==> config.mk <==
export PLATFORM = sky130hd
export DESIGN_NAME = dsp_top
export DESIGN_NICKNAME = d
export VERILOG_FILES = /design/src/design/dsp_ctrl_pkg.sv /design/src/design/dsp_types_pkg.sv /design/src/design/dsp_group_reg.sv /design/src/design/dsp_rse_build.sv /design/src/design/dsp_steer.sv /design/src/design/dsp_top.sv
export VERILOG_INCLUDE_DIRS = /design/src /design/src/design
export SDC_FILE = /design/constraint.sdc
export NUM_CORES = 1
export LEC_CHECK = 0
export BUFFER_PORTS_ARGS = -buffer_cell sky130_fd_sc_hd__buf_2
export CORE_ASPECT_RATIO = 0.7
export CORE_MARGIN = 4
export CORE_UTILIZATION = 35
export DETAILED_ROUTE_END_ITERATION = 8
export PLACE_DENSITY = 0.6
export SLEW_MARGIN = 10
export SYNTH_ARGS = -nofsm -noshare
export SYNTH_HDL_FRONTEND = slang
export SYNTH_SLANG_ARGS = --single-unit
export TNS_END_PERCENT = 5
==> constraint.sdc <==
create_clock -name clk -period 41.3 [get_ports clk]
set_input_delay 4.13 -clock clk [delete_from_list [all_inputs] [get_ports clk]]
set_output_delay 4.13 -clock clk [all_outputs]
set_load 0.02 [all_outputs]
==> src/design/dsp_defs.svh <==
`ifndef DSP_DEFS_SVH
`define DSP_DEFS_SVH

// ========================================
// dispatch stage geometry
// ========================================

// instructions delivered per rename group
`define DSP_GROUP_W 4

// dispatch slots, one per functional unit port
`define DSP_UNITS 6

// ========================================
// field widths
// ========================================

`define DSP_ROB_W 8
`define DSP_PREG_W 9
`define DSP_UOP_W 16
`define DSP_IP_W 32

// micro-op substituted for stomped or predicated-off instructions
`define DSP_OP_NOP 16'h00FF

// byte distance between neighbouring slots of a group
`define DSP_INSN_BYTES 4

`endif

==> src/design/dsp_ctrl_pkg.sv <==
`default_nettype none

package dsp_ctrl_pkg;

	// ========================================
	// instruction classes
	// ========================================

	typedef enum logic [2:0] {
		CLS_NOP = 3'd0,
		CLS_ALU = 3'd1,
		CLS_MUL = 3'd2,
		CLS_DIV = 3'd3,
		CLS_FC = 3'd4,
		CLS_MEM = 3'd5,
		CLS_FPU = 3'd6
	} op_class_e;

	// functional unit code carried in each station entry
	typedef logic [3:0] fu_code_t;

	// dispatch slot numbers
	localparam int U_ALU0 = 0;
	localparam int U_MDIV = 1;
	localparam int U_FC = 2;
	localparam int U_MEM = 3;
	localparam int U_FPU = 4;
	localparam int U_ALU1 = 5;

	// unit codes seen by the reservation stations
	localparam fu_code_t FU_ALU0 = 4'd0;
	localparam fu_code_t FU_ALU1 = 4'd1;
	localparam fu_code_t FU_MUL = 4'd2;
	localparam fu_code_t FU_DIV = 4'd3;
	localparam fu_code_t FU_FPU = 4'd4;
	localparam fu_code_t FU_FC = 4'd7;
	localparam fu_code_t FU_MEM = 4'd8;

	// preferred dispatch slot for a class, alu ops start at alu0
	function automatic int cls_unit(input op_class_e cls);
		case (cls)
			CLS_MUL, CLS_DIV: cls_unit = U_MDIV;
			CLS_FC: cls_unit = U_FC;
			CLS_MEM: cls_unit = U_MEM;
			CLS_FPU: cls_unit = U_FPU;
			default: cls_unit = U_ALU0;
		endcase
	endfunction

endpackage

`default_nettype wire

==> src/design/dsp_types_pkg.sv <==
`default_nettype none

`include "dsp_defs.svh"

package dsp_types_pkg;

	// ========================================
	// payload types
	// ========================================

	// reorder buffer slot number
	typedef logic [`DSP_ROB_W-1:0] rob_ndx_t;

	// renamed physical register
	typedef logic [`DSP_PREG_W-1:0] preg_t;

	// micro-op as delivered by rename
	typedef logic [`DSP_UOP_W-1:0] uop_t;

	// instruction address
	typedef logic [`DSP_IP_W-1:0] ip_t;

	// position of an instruction inside its group
	typedef logic [$clog2(`DSP_GROUP_W)-1:0] gslot_t;

endpackage

`default_nettype wire

==> src/design/dsp_group_reg.sv <==
`timescale 1ns/100ps
`default_nettype none

`include "dsp_defs.svh"

module dsp_group_reg
	import dsp_types_pkg::*, dsp_ctrl_pkg::*;
(
	input logic clk,
	input logic rst,
	input logic ren_v_i,
	input ip_t ren_ip_i,
	input rob_ndx_t tail_i,
	input logic [`DSP_GROUP_W-1:0] ren_slot_v_i,
	input op_class_e [`DSP_GROUP_W-1:0] ren_cls_i,
	input logic [`DSP_GROUP_W-1:0] ren_alu0_i,
	input logic [`DSP_GROUP_W-1:0] ren_pred_i,
	input uop_t [`DSP_GROUP_W-1:0] ren_uop_i,
	input preg_t [`DSP_GROUP_W-1:0] ren_psa_i,
	input preg_t [`DSP_GROUP_W-1:0] ren_psb_i,
	input preg_t [`DSP_GROUP_W-1:0] ren_pd_i,
	input logic [`DSP_GROUP_W-1:0] ren_arga_v_i,
	input logic [`DSP_GROUP_W-1:0] ren_argb_v_i,
	input logic stall_dsp_i,
	output logic g_v_o,
	output ip_t g_ip_o,
	output rob_ndx_t g_tail_o,
	output logic [`DSP_GROUP_W-1:0] g_slot_v_o,
	output op_class_e [`DSP_GROUP_W-1:0] g_cls_o,
	output logic [`DSP_GROUP_W-1:0] g_alu0_o,
	output logic [`DSP_GROUP_W-1:0] g_pred_o,
	output uop_t [`DSP_GROUP_W-1:0] g_uop_o,
	output preg_t [`DSP_GROUP_W-1:0] g_psa_o,
	output preg_t [`DSP_GROUP_W-1:0] g_psb_o,
	output preg_t [`DSP_GROUP_W-1:0] g_pd_o,
	output logic [`DSP_GROUP_W-1:0] g_arga_v_o,
	output logic [`DSP_GROUP_W-1:0] g_argb_v_o
);

	logic load;

	// a new group is taken only once the current one has fully left
	assign load = ren_v_i & ~stall_dsp_i;

	// ========================================
	// group valid
	// ========================================

	// drops when rename sends nothing, held while stalled
	always_ff @(posedge clk) begin
		if (rst) begin
			g_v_o <= 1'b0;
		end else if (!stall_dsp_i) begin
			g_v_o <= ren_v_i;
		end
	end

	// ========================================
	// group payload
	// ========================================

	always_ff @(posedge clk) begin
		if (load) begin
			g_ip_o <= ren_ip_i;
			g_tail_o <= tail_i;
			g_slot_v_o <= ren_slot_v_i;
			g_cls_o <= ren_cls_i;
			g_alu0_o <= ren_alu0_i;
			g_pred_o <= ren_pred_i;
			g_uop_o <= ren_uop_i;
			g_psa_o <= ren_psa_i;
			g_psb_o <= ren_psb_i;
			g_pd_o <= ren_pd_i;
			g_arga_v_o <= ren_arga_v_i;
			g_argb_v_o <= ren_argb_v_i;
		end
	end

endmodule

`default_nettype wire

==> src/design/dsp_rse_build.sv <==
`timescale 1ns/100ps
`default_nettype none

`include "dsp_defs.svh"

module dsp_rse_build
	import dsp_types_pkg::*, dsp_ctrl_pkg::*;
(
	input logic clk,
	input logic rst,
	input logic g_v_i,
	input ip_t g_ip_i,
	input rob_ndx_t g_tail_i,
	input logic [`DSP_GROUP_W-1:0] g_slot_v_i,
	input op_class_e [`DSP_GROUP_W-1:0] g_cls_i,
	input logic [`DSP_GROUP_W-1:0] g_alu0_i,
	input logic [`DSP_GROUP_W-1:0] g_pred_i,
	input uop_t [`DSP_GROUP_W-1:0] g_uop_i,
	input preg_t [`DSP_GROUP_W-1:0] g_psa_i,
	input preg_t [`DSP_GROUP_W-1:0] g_psb_i,
	input preg_t [`DSP_GROUP_W-1:0] g_pd_i,
	input logic [`DSP_GROUP_W-1:0] g_arga_v_i,
	input logic [`DSP_GROUP_W-1:0] g_argb_v_i,
	input logic [`DSP_UNITS-1:0] sel_v_i,
	input gslot_t [`DSP_UNITS-1:0] sel_slot_i,
	input logic [`DSP_GROUP_W-1:0] stomp_i,
	output logic [`DSP_UNITS-1:0] rse_sel_o,
	output logic [`DSP_UNITS-1:0] rse_v_o,
	output fu_code_t [`DSP_UNITS-1:0] rse_fu_o,
	output rob_ndx_t [`DSP_UNITS-1:0] rse_rndx_o,
	output ip_t [`DSP_UNITS-1:0] rse_pc_o,
	output uop_t [`DSP_UNITS-1:0] rse_uop_o,
	output preg_t [`DSP_UNITS-1:0] rse_psa_o,
	output preg_t [`DSP_UNITS-1:0] rse_psb_o,
	output preg_t [`DSP_UNITS-1:0] rse_pd_o,
	output logic [`DSP_UNITS-1:0] rse_arga_v_o,
	output logic [`DSP_UNITS-1:0] rse_argb_v_o
);

	logic [`DSP_UNITS-1:0] sel_n, v_n, arga_n, argb_n;
	fu_code_t [`DSP_UNITS-1:0] fu_n;
	rob_ndx_t [`DSP_UNITS-1:0] rndx_n;
	ip_t [`DSP_UNITS-1:0] pc_n;
	uop_t [`DSP_UNITS-1:0] uop_n;
	preg_t [`DSP_UNITS-1:0] psa_n, psb_n, pd_n;

	// unit code follows the slot, the shared mul/div slot looks at the class
	function automatic fu_code_t unit_fu(input int u, input op_class_e cls, input logic alu0);
		case (u)
			U_MDIV: unit_fu = (cls == CLS_DIV) ? FU_DIV : FU_MUL;
			U_FC: unit_fu = FU_FC;
			U_MEM: unit_fu = FU_MEM;
			U_FPU: unit_fu = FU_FPU;
			U_ALU1: unit_fu = alu0 ? FU_ALU0 : FU_ALU1;
			default: unit_fu = FU_ALU0;
		endcase
	endfunction

	// ========================================
	// entry formation
	// ========================================

	always_comb begin
		gslot_t s;
		logic kill;
		s = '0;
		kill = 1'b0;
		sel_n = '0;
		v_n = '0;
		arga_n = '0;
		argb_n = '0;
		fu_n = '0;
		rndx_n = '0;
		pc_n = '0;
		uop_n = '0;
		psa_n = '0;
		psb_n = '0;
		pd_n = '0;
		for (int u = 0; u < `DSP_UNITS; u++) begin
			s = sel_slot_i[u];
			sel_n[u] = sel_v_i[u] & g_v_i & g_slot_v_i[s];
			if (sel_n[u]) begin
				// stomped or predicated off still goes out, as a ready nop
				kill = stomp_i[s] | ~g_pred_i[s];
				v_n[u] = ~stomp_i[s];
				fu_n[u] = unit_fu(u, g_cls_i[s], g_alu0_i[s]);
				rndx_n[u] = g_tail_i + rob_ndx_t'(s);
				pc_n[u] = g_ip_i + ip_t'(s) * ip_t'(`DSP_INSN_BYTES);
				uop_n[u] = kill ? uop_t'(`DSP_OP_NOP) : g_uop_i[s];
				psa_n[u] = g_psa_i[s];
				psb_n[u] = g_psb_i[s];
				pd_n[u] = g_pd_i[s];
				arga_n[u] = kill | g_arga_v_i[s];
				argb_n[u] = kill | g_argb_v_i[s];
			end
		end
	end

	// ========================================
	// output registers
	// ========================================

	always_ff @(posedge clk) begin
		if (rst) begin
			rse_sel_o <= '0;
			rse_v_o <= '0;
		end else begin
			rse_sel_o <= sel_n;
			rse_v_o <= v_n;
		end
	end

	// entry body, only meaningful where rse_sel_o is set
	always_ff @(posedge clk) begin
		rse_fu_o <= fu_n;
		rse_rndx_o <= rndx_n;
		rse_pc_o <= pc_n;
		rse_uop_o <= uop_n;
		rse_psa_o <= psa_n;
		rse_psb_o <= psb_n;
		rse_pd_o <= pd_n;
		rse_arga_v_o <= arga_n;
		rse_argb_v_o <= argb_n;
	end

endmodule

`default_nettype wire

==> src/design/dsp_steer.sv <==
`timescale 1ns/100ps
`default_nettype none

`include "dsp_defs.svh"

module dsp_steer
	import dsp_types_pkg::*, dsp_ctrl_pkg::*;
(
	input logic clk,
	input logic rst,
	input logic g_v_i,
	input logic [`DSP_GROUP_W-1:0] g_slot_v_i,
	input op_class_e [`DSP_GROUP_W-1:0] g_cls_i,
	input logic [`DSP_GROUP_W-1:0] g_alu0_i,
	input logic [`DSP_UNITS-1:0] busy_i,
	output logic [`DSP_UNITS-1:0] sel_v_o,
	output gslot_t [`DSP_UNITS-1:0] sel_slot_o,
	output logic stall_o
);

	// group slots that left in earlier cycles of a stalled group
	logic [`DSP_GROUP_W-1:0] done_q;
	// done_q plus whatever is placed this cycle
	logic [`DSP_GROUP_W-1:0] dispatched;
	logic [`DSP_UNITS-1:0] taken;
	gslot_t [`DSP_UNITS-1:0] sel_slot;
	logic stall;

	// ========================================
	// slot to unit steering
	// ========================================

	always_comb begin
		int u;
		logic placed;
		u = U_ALU0;
		placed = 1'b0;
		taken = '0;
		sel_slot = '0;
		dispatched = done_q;
		stall = 1'b0;
		// lowest group slot gets first pick of the units
		for (int s = 0; s < `DSP_GROUP_W; s++) begin
			if (g_v_i && g_slot_v_i[s] && g_cls_i[s] != CLS_NOP && !done_q[s]) begin
				u = cls_unit(g_cls_i[s]);
				placed = 1'b0;
				if (!taken[u] && !busy_i[u]) begin
					taken[u] = 1'b1;
					sel_slot[u] = gslot_t'(s);
					placed = 1'b1;
				end else if (g_cls_i[s] == CLS_ALU && !g_alu0_i[s] &&
						!taken[U_ALU1] && !busy_i[U_ALU1]) begin
					// second alu takes ops that are not tied to alu0
					taken[U_ALU1] = 1'b1;
					sel_slot[U_ALU1] = gslot_t'(s);
					placed = 1'b1;
				end
				if (placed) begin
					dispatched[s] = 1'b1;
				end else begin
					// unit in use or busy, retry next cycle
					stall = 1'b1;
				end
			end
		end
	end

	assign sel_v_o = taken;
	assign sel_slot_o = sel_slot;
	assign stall_o = stall;

	// ========================================
	// partial dispatch tracking
	// ========================================

	// the mask only lives while the same group is held
	always_ff @(posedge clk) begin
		if (rst) begin
			done_q <= '0;
		end else if (stall) begin
			done_q <= dispatched;
		end else begin
			done_q <= '0;
		end
	end

endmodule

`default_nettype wire

==> src/design/dsp_top.sv <==
`timescale 1ns/100ps
`default_nettype none

`include "dsp_defs.svh"

module dsp_top
	import dsp_types_pkg::*, dsp_ctrl_pkg::*;
(
	input logic clk,
	input logic rst,
	input logic ren_v_i,
	input ip_t ren_ip_i,
	input rob_ndx_t tail_i,
	input logic [`DSP_GROUP_W-1:0] ren_slot_v_i,
	input op_class_e [`DSP_GROUP_W-1:0] ren_cls_i,
	input logic [`DSP_GROUP_W-1:0] ren_alu0_i,
	input logic [`DSP_GROUP_W-1:0] ren_pred_i,
	input uop_t [`DSP_GROUP_W-1:0] ren_uop_i,
	input preg_t [`DSP_GROUP_W-1:0] ren_psa_i,
	input preg_t [`DSP_GROUP_W-1:0] ren_psb_i,
	input preg_t [`DSP_GROUP_W-1:0] ren_pd_i,
	input logic [`DSP_GROUP_W-1:0] ren_arga_v_i,
	input logic [`DSP_GROUP_W-1:0] ren_argb_v_i,
	input logic [`DSP_UNITS-1:0] busy_i,
	input logic [`DSP_GROUP_W-1:0] stomp_i,
	output logic stall_o,
	output logic [`DSP_UNITS-1:0] rse_sel_o,
	output logic [`DSP_UNITS-1:0] rse_v_o,
	output fu_code_t [`DSP_UNITS-1:0] rse_fu_o,
	output rob_ndx_t [`DSP_UNITS-1:0] rse_rndx_o,
	output ip_t [`DSP_UNITS-1:0] rse_pc_o,
	output uop_t [`DSP_UNITS-1:0] rse_uop_o,
	output preg_t [`DSP_UNITS-1:0] rse_psa_o,
	output preg_t [`DSP_UNITS-1:0] rse_psb_o,
	output preg_t [`DSP_UNITS-1:0] rse_pd_o,
	output logic [`DSP_UNITS-1:0] rse_arga_v_o,
	output logic [`DSP_UNITS-1:0] rse_argb_v_o
);

	// latched group
	logic g_v;
	ip_t g_ip;
	rob_ndx_t g_tail;
	logic [`DSP_GROUP_W-1:0] g_slot_v, g_alu0, g_pred, g_arga_v, g_argb_v;
	op_class_e [`DSP_GROUP_W-1:0] g_cls;
	uop_t [`DSP_GROUP_W-1:0] g_uop;
	preg_t [`DSP_GROUP_W-1:0] g_psa, g_psb, g_pd;

	// steering result
	logic [`DSP_UNITS-1:0] sel_v;
	gslot_t [`DSP_UNITS-1:0] sel_slot;
	logic stall_dsp;

	// rename sees the stall in the same cycle
	assign stall_o = stall_dsp;

	// ========================================
	// input side
	// ========================================

	dsp_group_reg u_grp (
		.clk(clk), .rst(rst),
		.ren_v_i(ren_v_i), .ren_ip_i(ren_ip_i), .tail_i(tail_i),
		.ren_slot_v_i(ren_slot_v_i), .ren_cls_i(ren_cls_i), .ren_alu0_i(ren_alu0_i),
		.ren_pred_i(ren_pred_i), .ren_uop_i(ren_uop_i),
		.ren_psa_i(ren_psa_i), .ren_psb_i(ren_psb_i), .ren_pd_i(ren_pd_i),
		.ren_arga_v_i(ren_arga_v_i), .ren_argb_v_i(ren_argb_v_i),
		.stall_dsp_i(stall_dsp),
		.g_v_o(g_v), .g_ip_o(g_ip), .g_tail_o(g_tail),
		.g_slot_v_o(g_slot_v), .g_cls_o(g_cls), .g_alu0_o(g_alu0), .g_pred_o(g_pred),
		.g_uop_o(g_uop), .g_psa_o(g_psa), .g_psb_o(g_psb), .g_pd_o(g_pd),
		.g_arga_v_o(g_arga_v), .g_argb_v_o(g_argb_v)
	);

	// ========================================
	// steering and entry build
	// ========================================

	dsp_steer u_steer (
		.clk(clk), .rst(rst),
		.g_v_i(g_v), .g_slot_v_i(g_slot_v), .g_cls_i(g_cls), .g_alu0_i(g_alu0),
		.busy_i(busy_i),
		.sel_v_o(sel_v), .sel_slot_o(sel_slot), .stall_o(stall_dsp)
	);

	dsp_rse_build u_rse (
		.clk(clk), .rst(rst),
		.g_v_i(g_v), .g_ip_i(g_ip), .g_tail_i(g_tail),
		.g_slot_v_i(g_slot_v), .g_cls_i(g_cls), .g_alu0_i(g_alu0), .g_pred_i(g_pred),
		.g_uop_i(g_uop), .g_psa_i(g_psa), .g_psb_i(g_psb), .g_pd_i(g_pd),
		.g_arga_v_i(g_arga_v), .g_argb_v_i(g_argb_v),
		.sel_v_i(sel_v), .sel_slot_i(sel_slot), .stomp_i(stomp_i),
		.rse_sel_o(rse_sel_o), .rse_v_o(rse_v_o), .rse_fu_o(rse_fu_o),
		.rse_rndx_o(rse_rndx_o), .rse_pc_o(rse_pc_o), .rse_uop_o(rse_uop_o),
		.rse_psa_o(rse_psa_o), .rse_psb_o(rse_psb_o), .rse_pd_o(rse_pd_o),
		.rse_arga_v_o(rse_arga_v_o), .rse_argb_v_o(rse_argb_v_o)
	);

endmodule

`default_nettype wire

; ---- Word-level counts from Yosys, hierarchy flattened
; Memory sizes are Yosys's and may differ from the RTL's.
; Cells that the tools add are included.
[op_classes]
add_sub_neg = 12
magnitude_cmp = 14
n_eq_ne = 25
n_mux = 215
bitwise_logic = 57
reduce_logical = 76
[op_table]
columns = operator, count
row1 = 9-bit binary-select mux with 2-bit select, 18
row2 = 32-bit by 4-bit adder with 32-bit output, 6
row3 = 16-bit binary-select mux with 2-bit select, 6
row4 = 9-bit 2-to-1 mux, 19
row5 = 32-bit by 1-bit greater-or-equal comparator with 1-bit output (second input constant), 4
row6 = 32-bit by 5-bit less-than comparator with 1-bit output (second input constant), 4
row7 = 32-bit 2-to-1 mux, 4
row8 = 16-bit 2-to-1 mux, 6
row9 = 1-bit 2-to-1 mux, 81
row10 = 1-bit binary-select mux with 2-bit select, 31
row11 = 8-bit by 2-bit adder with 8-bit output, 6
row12 = 8-bit 2-to-1 mux, 6
row13 = 3-bit case mux with 4 select lines, 4
row14 = 3-bit equality test (second input constant), 12
row15 = 12-bit 2-to-1 mux, 3
row16 = 2-bit OR reduction, 17
row17 = 1-bit logical AND, 31
row18 = 3-bit by 2-bit equality test with 1-bit output (second input constant), 9
row19 = 6-bit 2-to-1 mux, 4
row20 = 6-bit bitwise OR, 4
row21 = 1-bit binary-select mux with 3-bit select, 7
row22 = 1-bit logical NOT, 20
row23 = 10-bit 2-to-1 mux, 2
row24 = 5-bit 2-to-1 mux, 4
row25 = other kinds (16), 91
[word_totals]
ff_bits = 789
romBits = 8
out_inout_bits = 547
word_cells = 498
mem_count = 1
[memory_table]
columns = name, depth, word_bits, rd, rd_clocked_by_memory_dff, write_ports, line
row1 = (name not given), 8, 1, 1, 0, 0, dsp_steer.sv:47  ; if (!taken[u] && !busy_i[u]) begin

; ---- Longest topological paths before layout
; Gate-level depths: netlist of the first run.
[depth]
depth_word = 37
depth_mapped = 21
mapped_depth_nobuf = 16

; ---- Modules after synthesis
; From an unflattened synthesis of the first run, not the netlist that was laid out.
[unflattened]
cells_unflattened = 2712
hier_area_um2 = 34196.5
[by_module_without_submodules]
columns = mod, instances, cells_each, area_per_inst_um2
row1 = dsp_rse_build, 1, 2257, 25358.1
row2 = dsp_group_reg, 1, 248, 7369.6
row3 = dsp_steer, 1, 207, 1468.9

; ---- Least setup slack after synthesis of the first run
; OpenSTA, ideal clock, no wires.
[synth_path]
kind = input-to-reg
from = in busy_i[1]
to = reg u_grp.g_alu0_o[0], enable pin
setup_ps = 854
arrival_time_ps = 16332
path_slack_ps = 24114
cell_stages = 11
path_buffers = 2
cell_sequence = clkbuf_1 -> o41ai_1 -> o2111a_1 -> or4_1 -> buf_2 -> a211oi_4 -> o21ai_2 -> a21oi_1 -> o31a_1 -> inv_1 -> nor2_1
[synth_between]
elab_chain_len = 32
[synth_lines]
columns = element, line
row1 = from (decl), dsp_top.sv:24  ; input logic [`DSP_UNITS-1:0] busy_i,
row2 = 1-bit binary-select mux with 3-bit select, dsp_steer.sv:47
row3 = 1-bit 2-to-1 mux (not written as such) (2 in series), dsp_steer.sv:47
row4 = 1-bit logical NOT, dsp_steer.sv:47
row5 = 1-bit logical AND, dsp_steer.sv:47
row6 = 5-bit 2-to-1 mux / 1-bit 2-to-1 mux (equally long branches), dsp_steer.sv:47
row7 = 6-bit 2-to-1 mux, dsp_steer.sv:44  ; if (g_v_i && g_slot_v_i[s] && g_cls_i[s] != CLS_NOP && !done_q[s]) begin
row8 = 1-bit binary-select mux with 3-bit select, dsp_steer.sv:47
row9 = 1-bit 2-to-1 mux (not written as such) (2 in series), dsp_steer.sv:47
row10 = (+16 left out), n/a
row11 = 1-bit 2-to-1 mux, dsp_steer.sv:47
row12 = 1-bit 2-to-1 mux, dsp_steer.sv:44
row13 = 1-bit 2-to-1 mux, dsp_steer.sv:58  ; if (placed) begin
row14 = 1-bit 2-to-1 mux *, dsp_steer.sv:44
row15 = named net stall_o, dsp_top.sv:26  ; output logic stall_o,
row16 = 1-bit inverter (no source line) *, n/a
row17 = 1-bit bitwise AND *, dsp_group_reg.sv:43  ; assign load = ren_v_i & ~stall_dsp_i;
row18 = named net u_grp.load, dsp_group_reg.sv:40  ; logic load;
row19 = to (signal assigned), dsp_group_reg.sv:68  ; g_alu0_o <= ren_alu0_i;
row20 = to (decl), dsp_group_reg.sv:30  ; output logic [`DSP_GROUP_W-1:0] g_alu0_o,
; The timed path passes the listed nets; every way through them passes the cells marked *. The select of a mux whose other input is x is not followed.
; A chain may end at the register's enable or synchronous reset.

; ---- Final worst setup path of the first run
[layout_path]
from = in busy_i[1]
to = out stall_o
[layout_between]
elab_chain_len = 30
[layout_lines]
columns = element, line
row1 = 1-bit binary-select mux with 3-bit select, dsp_steer.sv:47
row2 = 1-bit 2-to-1 mux (not written as such) (2 in series), dsp_steer.sv:47
row3 = 1-bit logical NOT, dsp_steer.sv:47
row4 = 1-bit logical AND, dsp_steer.sv:47
row5 = 5-bit 2-to-1 mux / 1-bit 2-to-1 mux (equally long branches), dsp_steer.sv:47
row6 = 6-bit 2-to-1 mux, dsp_steer.sv:44
row7 = 1-bit binary-select mux with 3-bit select, dsp_steer.sv:47
row8 = 1-bit 2-to-1 mux (not written as such) (2 in series), dsp_steer.sv:47
row9 = (+11 left out), n/a
row10 = 1-bit binary-select mux with 3-bit select, dsp_steer.sv:47
row11 = 1-bit 2-to-1 mux (not written as such) (2 in series), dsp_steer.sv:47
row12 = 1-bit logical NOT, dsp_steer.sv:47
row13 = 1-bit logical AND, dsp_steer.sv:47
row14 = 1-bit 2-to-1 mux, dsp_steer.sv:47
row15 = 1-bit 2-to-1 mux, dsp_steer.sv:44
row16 = 1-bit 2-to-1 mux, dsp_steer.sv:58
row17 = 1-bit 2-to-1 mux *, dsp_steer.sv:44
row18 = to (decl), dsp_top.sv:26
; Mark *: on every way between the ends. The rest lies on a longest branch, timed or not. The select of a mux whose other input is x is not followed.

==> results of run 1 <==
[cells in the final DEF, fill, tap and decap left out, drive strengths merged, types with 100 or more instances in the layout]
cell,synthesis,layout
a21oi,171,171
nand3,100,100
o21ai,105,105
buf,74,842
xor2,119,119
nand2,344,344
dfxtp,533,533
nor2,442,442
edfxtp,244,244
clkbuf,178,108
[area by class of cell]
class                   instances  area, um^2  share of cell area [%]
well taps                    1222        1530                    3.85
diodes                         22        55.1                   0.138
repair buffers                842        4350                    10.9
multi-input cells            2124       13000                    32.7
flip-flops and latches        777       18000                    45.3
inverters                      32         120                   0.302
clock inverters                37         418                    1.05
clock buffers                 108        2290                    5.77
[metal layers]
metal / up-vias / GRT usage, %
met3: 309 / 7.65
li1: 12616 / -
met1: 13971 / 38.8
met2: 1734 / 43.6
met4: 14 / 10.9
met5: - / 0
[registers in the layout, summed over array words and instances, names as in the netlist, 8 cells and up]
signal / cells
u_grp.g_psa_o: 36
u_rse.rse_uop_o: 96
u_rse.rse_psa_o: 54
u_grp.g_uop_o: 64
u_grp.g_cls_o: 12
u_rse.rse_rndx_o: 48
u_rse.rse_pc_o: 192
u_grp.g_psb_o: 36
u_grp.g_pd_o: 36
u_rse.rse_pd_o: 54
u_grp.g_ip_o: 32
u_grp.g_tail_o: 8
u_rse.rse_psb_o: 54
[worst max-delay path, delay by kind of cell]
kind,cells,cell delay [ns]
AND/OR/NAND/NOR,4,1.70
buffers and inverters,4,0.81
AO/OA/AOI/OAI,3,0.61
multiplexers,1,0.28
[power by group]
group	leakage [nW]	switching (mW)	total, mW	internal (mW)
clock	1.33	0.328	0.750	0.421
combinational	9.13	0.143	0.214	0.0710
sequential	6.65	0.0733	0.921	0.848
total	17.1	0.545	1.89	1.34
[worst max-delay path by stage]
stage	slack, ns	cells after the start	startpoint	endpoint
after floorplan	24.11	11	busy_i[1]	u_grp.g_alu0_o[0]
after global placement	29.77	12	busy_i[1]	stall_o
after global routing	29.32	12	busy_i[1]	stall_o
after detailed placement	29.66	12	busy_i[1]	stall_o
after CTS	29.66	12	busy_i[1]	stall_o
final	29.62	12	busy_i[1]	stall_o
[kinds of logic (layout without fill, tap and decap cells)]
| logic type | Yosys count | count (layout) | share of synthesized area [%] |
|---|---|---|---|
| adder cells (fa/ha/maj) | 36 | 36 | 1.69 |
| multiplexers | 102 | 102 | 3.21 |
| XOR/XNOR | 198 | 198 | 5.43 |
| AND/OR/NAND/NOR | 1103 | 1103 | 15.2 |
| AO/OA/AOI/OAI | 669 | 669 | 14.4 |
| other | 1 | 38 | 0.0117 |
| buffers and inverters | 284 | 1019 | 3.71 |
| flip-flops | 777 | 777 | 56.3 |
==> results.sh, run 1 <==
export IMPL_fin_total_pwr_mw=1.89
export IMPL_setup_reg_to_reg_worst_slack_ns=34.90
export IMPL_post_route_period_util_pct=28.3
export IMPL_cts_setup_buffers=0
export IMPL_met1Wirelength_mm=59.9
export IMPL_globalplace_congestion=0.917
export IMPL_timing_hold_worst_endpoint="u_steer.done_q[1]"
export IMPL_final_layout_size_suffix_gt1_share_pct=26.4
export IMPL_synth_area_leaders="sky130_fd_sc_hd__dfxtp_1, sky130_fd_sc_hd__edfxtp_1, sky130_fd_sc_hd__nor2_1, sky130_fd_sc_hd__nand2_1, sky130_fd_sc_hd__xor2_1"
export IMPL_finalSetupViolations=0
export IMPL_fmax_mhz=85.6
export IMPL_post_route_worst_setup_slack_ns=29.62
export IMPL_root_buffer_selected_by_cts="sky130_fd_sc_hd__clkbuf_16"
export IMPL_yosysSeqAreaShare_pct=56.3
export IMPL_route_detailed_wl_per_inst_um=28.0
export IMPL_cpPeakStageDelay_ns=0.78
export IMPL_yosysWarnings=0
export IMPL_r2r_start="u_grp.g_v_o"
export IMPL_synth_async_reset_ratio_pct=0
export IMPL_initial_core_utilization_pct=35.4
export IMPL_dr_wl_met2_mm=64.0
export IMPL_library_cell_with_the_highest_instance_count_after_synthesis="sky130_fd_sc_hd__dfxtp_1"
export IMPL_dr_max_layer_used="met5"
export IMPL_clkSlewWorstSetupHoldPaths_ns=0.06
export IMPL_die_width_um=369
export IMPL_grt_max_degree=74
export IMPL_fin_crit_ns=11.68
export IMPL_port_buffer_count=787
export IMPL_synth_avg_cell_area_um2=10.1
export IMPL_htreeDepth=3
export IMPL_worstHoldPathType="flip-flop to flip-flop"
export IMPL_status="complete, no violations"
export IMPL_cts_buffer_depth=3
export IMPL_reg2reg_depth=13
export IMPL_num_vias=28644
export IMPL_path_max_fanout=41
export IMPL_post_route_drc_count=0
export IMPL_synth_cells_most_frequent="sky130_fd_sc_hd__dfxtp_1, sky130_fd_sc_hd__nor2_1, sky130_fd_sc_hd__nand2_1"
export IMPL_wire_length_of_the_first_global_routing_pass_mm=200
export IMPL_crit_required_ns=37.17
export IMPL_timing_clock_skew_ns=0.0252
export IMPL_gr_total_overflow=0
export IMPL_finalNonFillerCells=5164
export IMPL_slowest_stage="sky130_fd_sc_hd__nor4_1"
export IMPL_core_area_mm2=0.0902
export IMPL_synthDominantCellAreaShare_pct=33.4
export IMPL_clock_sinks=777
export IMPL_number_of_enable_flip_flop_cells_after_synthesis=244
export IMPL_critPathArrivalTime_ns=7.55
export IMPL_layout_cell_area_non_filler_mm2=0.0398
export IMPL_vias_per_cell=5.55
export IMPL_grt_usage_pct=28.6
export IMPL_firstDrtPassIters=8
export IMPL_drv_slew=0
export IMPL_die_height_um=261
export IMPL_grt_setup_unrepaired="no"
export IMPL_power_density_mw_per_mm2=47.4
export IMPL_postSynthCellCount=3170
export IMPL_cts_hold_buffers=0
export IMPL_dr_wl_met3_mm=14.9
export IMPL_hold_path_cell_count=2
export IMPL_hold_path_startpoint="u_steer.done_q[1]"
export IMPL_die_area_mm2=0.0963
export IMPL_dominantRegCellSynth="sky130_fd_sc_hd__dfxtp_1"
export IMPL_clk_insertion_delay_late_ns=0.67
export IMPL_leakagePower_nw=17.1
export IMPL_finalSetupTns_ns=0
export IMPL_series_of_cell_instances_along_the_critical_path="buf_2 > mux2_2 > a22oi_1 > a21oi_1 > and3_2 > buf_4 > nor4_1 > nand4_1 > and3_1 > o31a_1 > inv_1 > buf_2"
export IMPL_r2r_end="u_grp.g_uop_o[19]"
export IMPL_via_count_of_the_first_global_routing_pass=26834
export IMPL_synth_distinct_cells=78
export IMPL_power_ir_vdd_worst_mv=0.0320
export IMPL_place_hpwl_mm=101
export IMPL_pre_cts_ws_ns=29.66
export IMPL_antenna_left=0
export IMPL_site_row_count=92
export IMPL_detail_route_iter0_violations=3921
export IMPL_cts_buffers_inserted=78
export IMPL_dp_cells=4997
export IMPL_post_synth_top_area_cell="sky130_fd_sc_hd__dfxtp_1"
export IMPL_post_route_util_pct=44.1
export IMPL_timing_critical_path_to_type="output port"
export IMPL_nFillCells=8864
export IMPL_slew_limit_headroom_pct=11.9
export IMPL_antenna_found_initial=33
export IMPL_nets=4148
export IMPL_wl_mm=144
export IMPL_post_cts_resized_instances=0
export IMPL_maxCapViolations=0
export IMPL_yosys_register_bits=777
export IMPL_top_level_ports=804
export IMPL_finalHoldWorstSlack_ns=0.486
export IMPL_synthesis_to_layout_area_growth_pct=24.4
export IMPL_worst_setup_path_start_kind="input port"
export IMPL_timing_worst_setup_path_type="input port to output port"
export IMPL_cpMostUsedCell="sky130_fd_sc_hd__buf_2"
export IMPL_post_synth_instance_area_mm2=0.0320
export IMPL_postPlaceCellArea_mm2=0.0370
export IMPL_cts_tree="yes"
export IMPL_tightestPinTransition_ns=1.29
export IMPL_final_hold_viol_count=0
Note: power is estimated with default switching activity, not from simulation.
==> run 2: changes to the inputs <==
--- a/config.mk
+++ b/config.mk
@@ -11,7 +11,7 @@
 export CORE_MARGIN = 4
 export CORE_UTILIZATION = 35
 export DETAILED_ROUTE_END_ITERATION = 8
-export PLACE_DENSITY = 0.6
+export PLACE_DENSITY = 0.63
 export SLEW_MARGIN = 10
 export SYNTH_ARGS = -nofsm -noshare
 export SYNTH_HDL_FRONTEND = slang
==> constraint.sdc (replaced) <==
create_clock -name clk -period 9.8 [get_ports clk]
set_input_delay 0.98 -clock clk [delete_from_list [all_inputs] [get_ports clk]]
set_output_delay 0.98 -clock clk [all_outputs]
set_load 0.02 [all_outputs]
==> results.sh, run 2 (synthesis gave the netlist of run 1 again) <==
export IMPL_status="finished with violations"
export IMPL_violated_checks="design-rule violations"
export IMPL_antenna_found_initial=38
export IMPL_wire_length_of_the_first_global_routing_pass_mm=200
export IMPL_cts_buffers_inserted=79
export IMPL_power_report_internal_total_mw=5.62
export IMPL_wl_mm=144
export IMPL_port_buffer_count=787
export IMPL_post_route_drc_count=43
export IMPL_initial_core_utilization_pct=35.4
export IMPL_critPathArrivalTime_ns=6.85
export IMPL_power_switching_share_pct=29.2
export IMPL_mostFrequentLayoutCell="sky130_fd_sc_hd__buf_2"
export IMPL_worst_setup_path_start_kind="flip-flop"
export IMPL_grt_max_degree=141
export IMPL_via_count_of_the_first_global_routing_pass=27427
export IMPL_grt_setup_unrepaired="no"
export IMPL_finalSetupViolations=0
export IMPL_dp_cells=4991
export IMPL_cts_buffer_depth=3
export IMPL_power_frac_seq_pct=49.0
export IMPL_largest_registers="u_rse.rse_pc_o (192), u_rse.rse_uop_o (96), u_grp.g_uop_o (64)"
export IMPL_gr_total_overflow=0
export IMPL_site_row_count=92
export IMPL_worstHoldPathType="input port to flip-flop"
export IMPL_die_area_mm2=0.0963
export IMPL_finalNonFillerCells=5156
export IMPL_post_route_period_util_pct=64.4
export IMPL_vias_per_cell=5.61
export IMPL_power_ir_vdd_worst_mv=0.144
export IMPL_antenna_left=0
export IMPL_maxCapViolations=0
export IMPL_timing_worst_setup_path_type="flip-flop to flip-flop"
export IMPL_largest_register_ffs=192
export IMPL_detail_route_iter0_violations=3834
export IMPL_nets=4143
export IMPL_postPlaceCellArea_mm2=0.0370
export IMPL_fin_total_pwr_mw=7.93
export IMPL_cts_hold_buffers=0
export IMPL_top_register="u_rse.rse_pc_o"
export IMPL_slew_limit_headroom_pct=15.6
export IMPL_grt_usage_pct=28.5
export IMPL_globalplace_congestion=0.903
export IMPL_most_common_layout_cells="sky130_fd_sc_hd__buf_2, sky130_fd_sc_hd__dfxtp_1, sky130_fd_sc_hd__nor2_1"
export IMPL_clk_insertion_delay_late_ns=0.68
export IMPL_root_buffer_selected_by_cts="sky130_fd_sc_hd__clkbuf_16"
export IMPL_route_detailed_wl_per_inst_um=27.8
export IMPL_cts_tree="yes"
export IMPL_die_height_um=261
export IMPL_top_level_ports=804
export IMPL_fin_crit_ns=6.31
export IMPL_place_hpwl_mm=99.9
export IMPL_synthesis_to_layout_area_growth_pct=24.2
export IMPL_series_of_cell_instances_along_the_critical_path="nand4bb_1 > nor2_4 > buf_4 > o2111ai_1 > and3_2 > buf_4 > o32ai_2 > o21ai_2 > a2111oi_4 > nor2_1 > inv_1 > ha_1 > a21o_1 > nand2_1 > nor2_1 > nand2_1 > xor2_1 > nor2_1"
export IMPL_post_cts_resized_instances=0
export IMPL_finalHoldWorstSlack_ns=0.470
export IMPL_leakagePower_nw=17.1
export IMPL_firstDrtPassIters=9
export IMPL_nFillCells=8768
export IMPL_clockPowerShare_pct=39.7
export IMPL_final_layout_size_suffix_gt1_share_pct=26.3
export IMPL_power_share_combinational_pct=11.3
export IMPL_timing_critical_path_to_type="flip-flop"
export IMPL_num_vias=28913
export IMPL_cpMostUsedCell="sky130_fd_sc_hd__nor2_1"
export IMPL_pre_cts_ws_ns=3.09
export IMPL_die_width_um=369
export IMPL_post_route_worst_setup_slack_ns=3.49
export IMPL_core_area_mm2=0.0902
export IMPL_post_route_util_pct=44.0
export IMPL_drv_slew=0
export IMPL_fmax_mhz=158
export IMPL_final_hold_viol_count=0
export IMPL_layout_cell_area_non_filler_mm2=0.0397
export IMPL_htreeDepth=3
export IMPL_slowest_stage="sky130_fd_sc_hd__nor2_1"
export IMPL_finalSetupTns_ns=0
export IMPL_cpPeakStageDelay_ns=0.98
export IMPL_cts_setup_buffers=0
export IMPL_clkSlewWorstSetupHoldPaths_ns=0.07
export IMPL_tightestPinTransition_ns=1.26
export IMPL_path_max_fanout=42
export IMPL_crit_required_ns=10.34
export IMPL_power_net_switching_mw=2.32
export IMPL_clock_sinks=777
export IMPL_timing_clock_skew_ns=0.0241
export IMPL_power_density_mw_per_mm2=200
[run 2: worst paths after layout]
check | cells past startpoint | start | end | slack, ns
max | 18 | u_grp.g_cls_o[1] | u_rse.rse_pc_o[91] | 3.49
min | 1 | ren_psa_i[17] | u_grp.g_psa_o[17] | 0.47
max reg2reg | 18 | u_grp.g_cls_o[1] | u_rse.rse_pc_o[91] | 3.49
min reg2reg | 2 | u_steer.done_q[2] | u_steer.done_q[2] | 0.48
[run 2: layout make-up]
type | instances | area [um^2] | share of cell area [%]
Sequential cell | 777 | 18000 | 45.3
Inverter | 32 | 120 | 0.303
Multi-Input combinational cell | 2124 | 13000 | 32.7
Tap cell | 1222 | 1530 | 3.85
Antenna cell | 20 | 50.0 | 0.126
Clock buffer | 106 | 2270 | 5.73
Clock inverter | 39 | 400 | 1.01
Timing Repair Buffer | 836 | 4330 | 10.9
[run 2: worst max-delay path, delay by kind of cell (launching register included)]
kind	cells	cell delay (ns)
flops	1	0.57
simple gates	8	2.28
xor+xnor	1	0.18
buf+inv	3	1.30
fa+ha+maj	1	0.41
compound gates	5	1.45
[run 2: metal layers]
metal / vias to the layer above / GRT usage (%) / routed length, um
li1: 12594 / - / -
met1: 13994 / 37.8 / 57600
met2: 1949 / 43.8 / 63800
met3: 354 / 8.63 / 16300
met4: 22 / 10.7 / 5740
met5: - / 0 / 119
[run 2: power by group through the flow]
stage	Combinational [mW]	Sequential [mW]	Clock [mW]
final	0.898	3.89	3.15
after global routing	0.964	3.91	3.32
after CTS	0.894	3.88	3.19
after global placement	0.881	3.95	0
after floorplan	0.480	3.90	0
after detailed placement	0.890	3.94	0
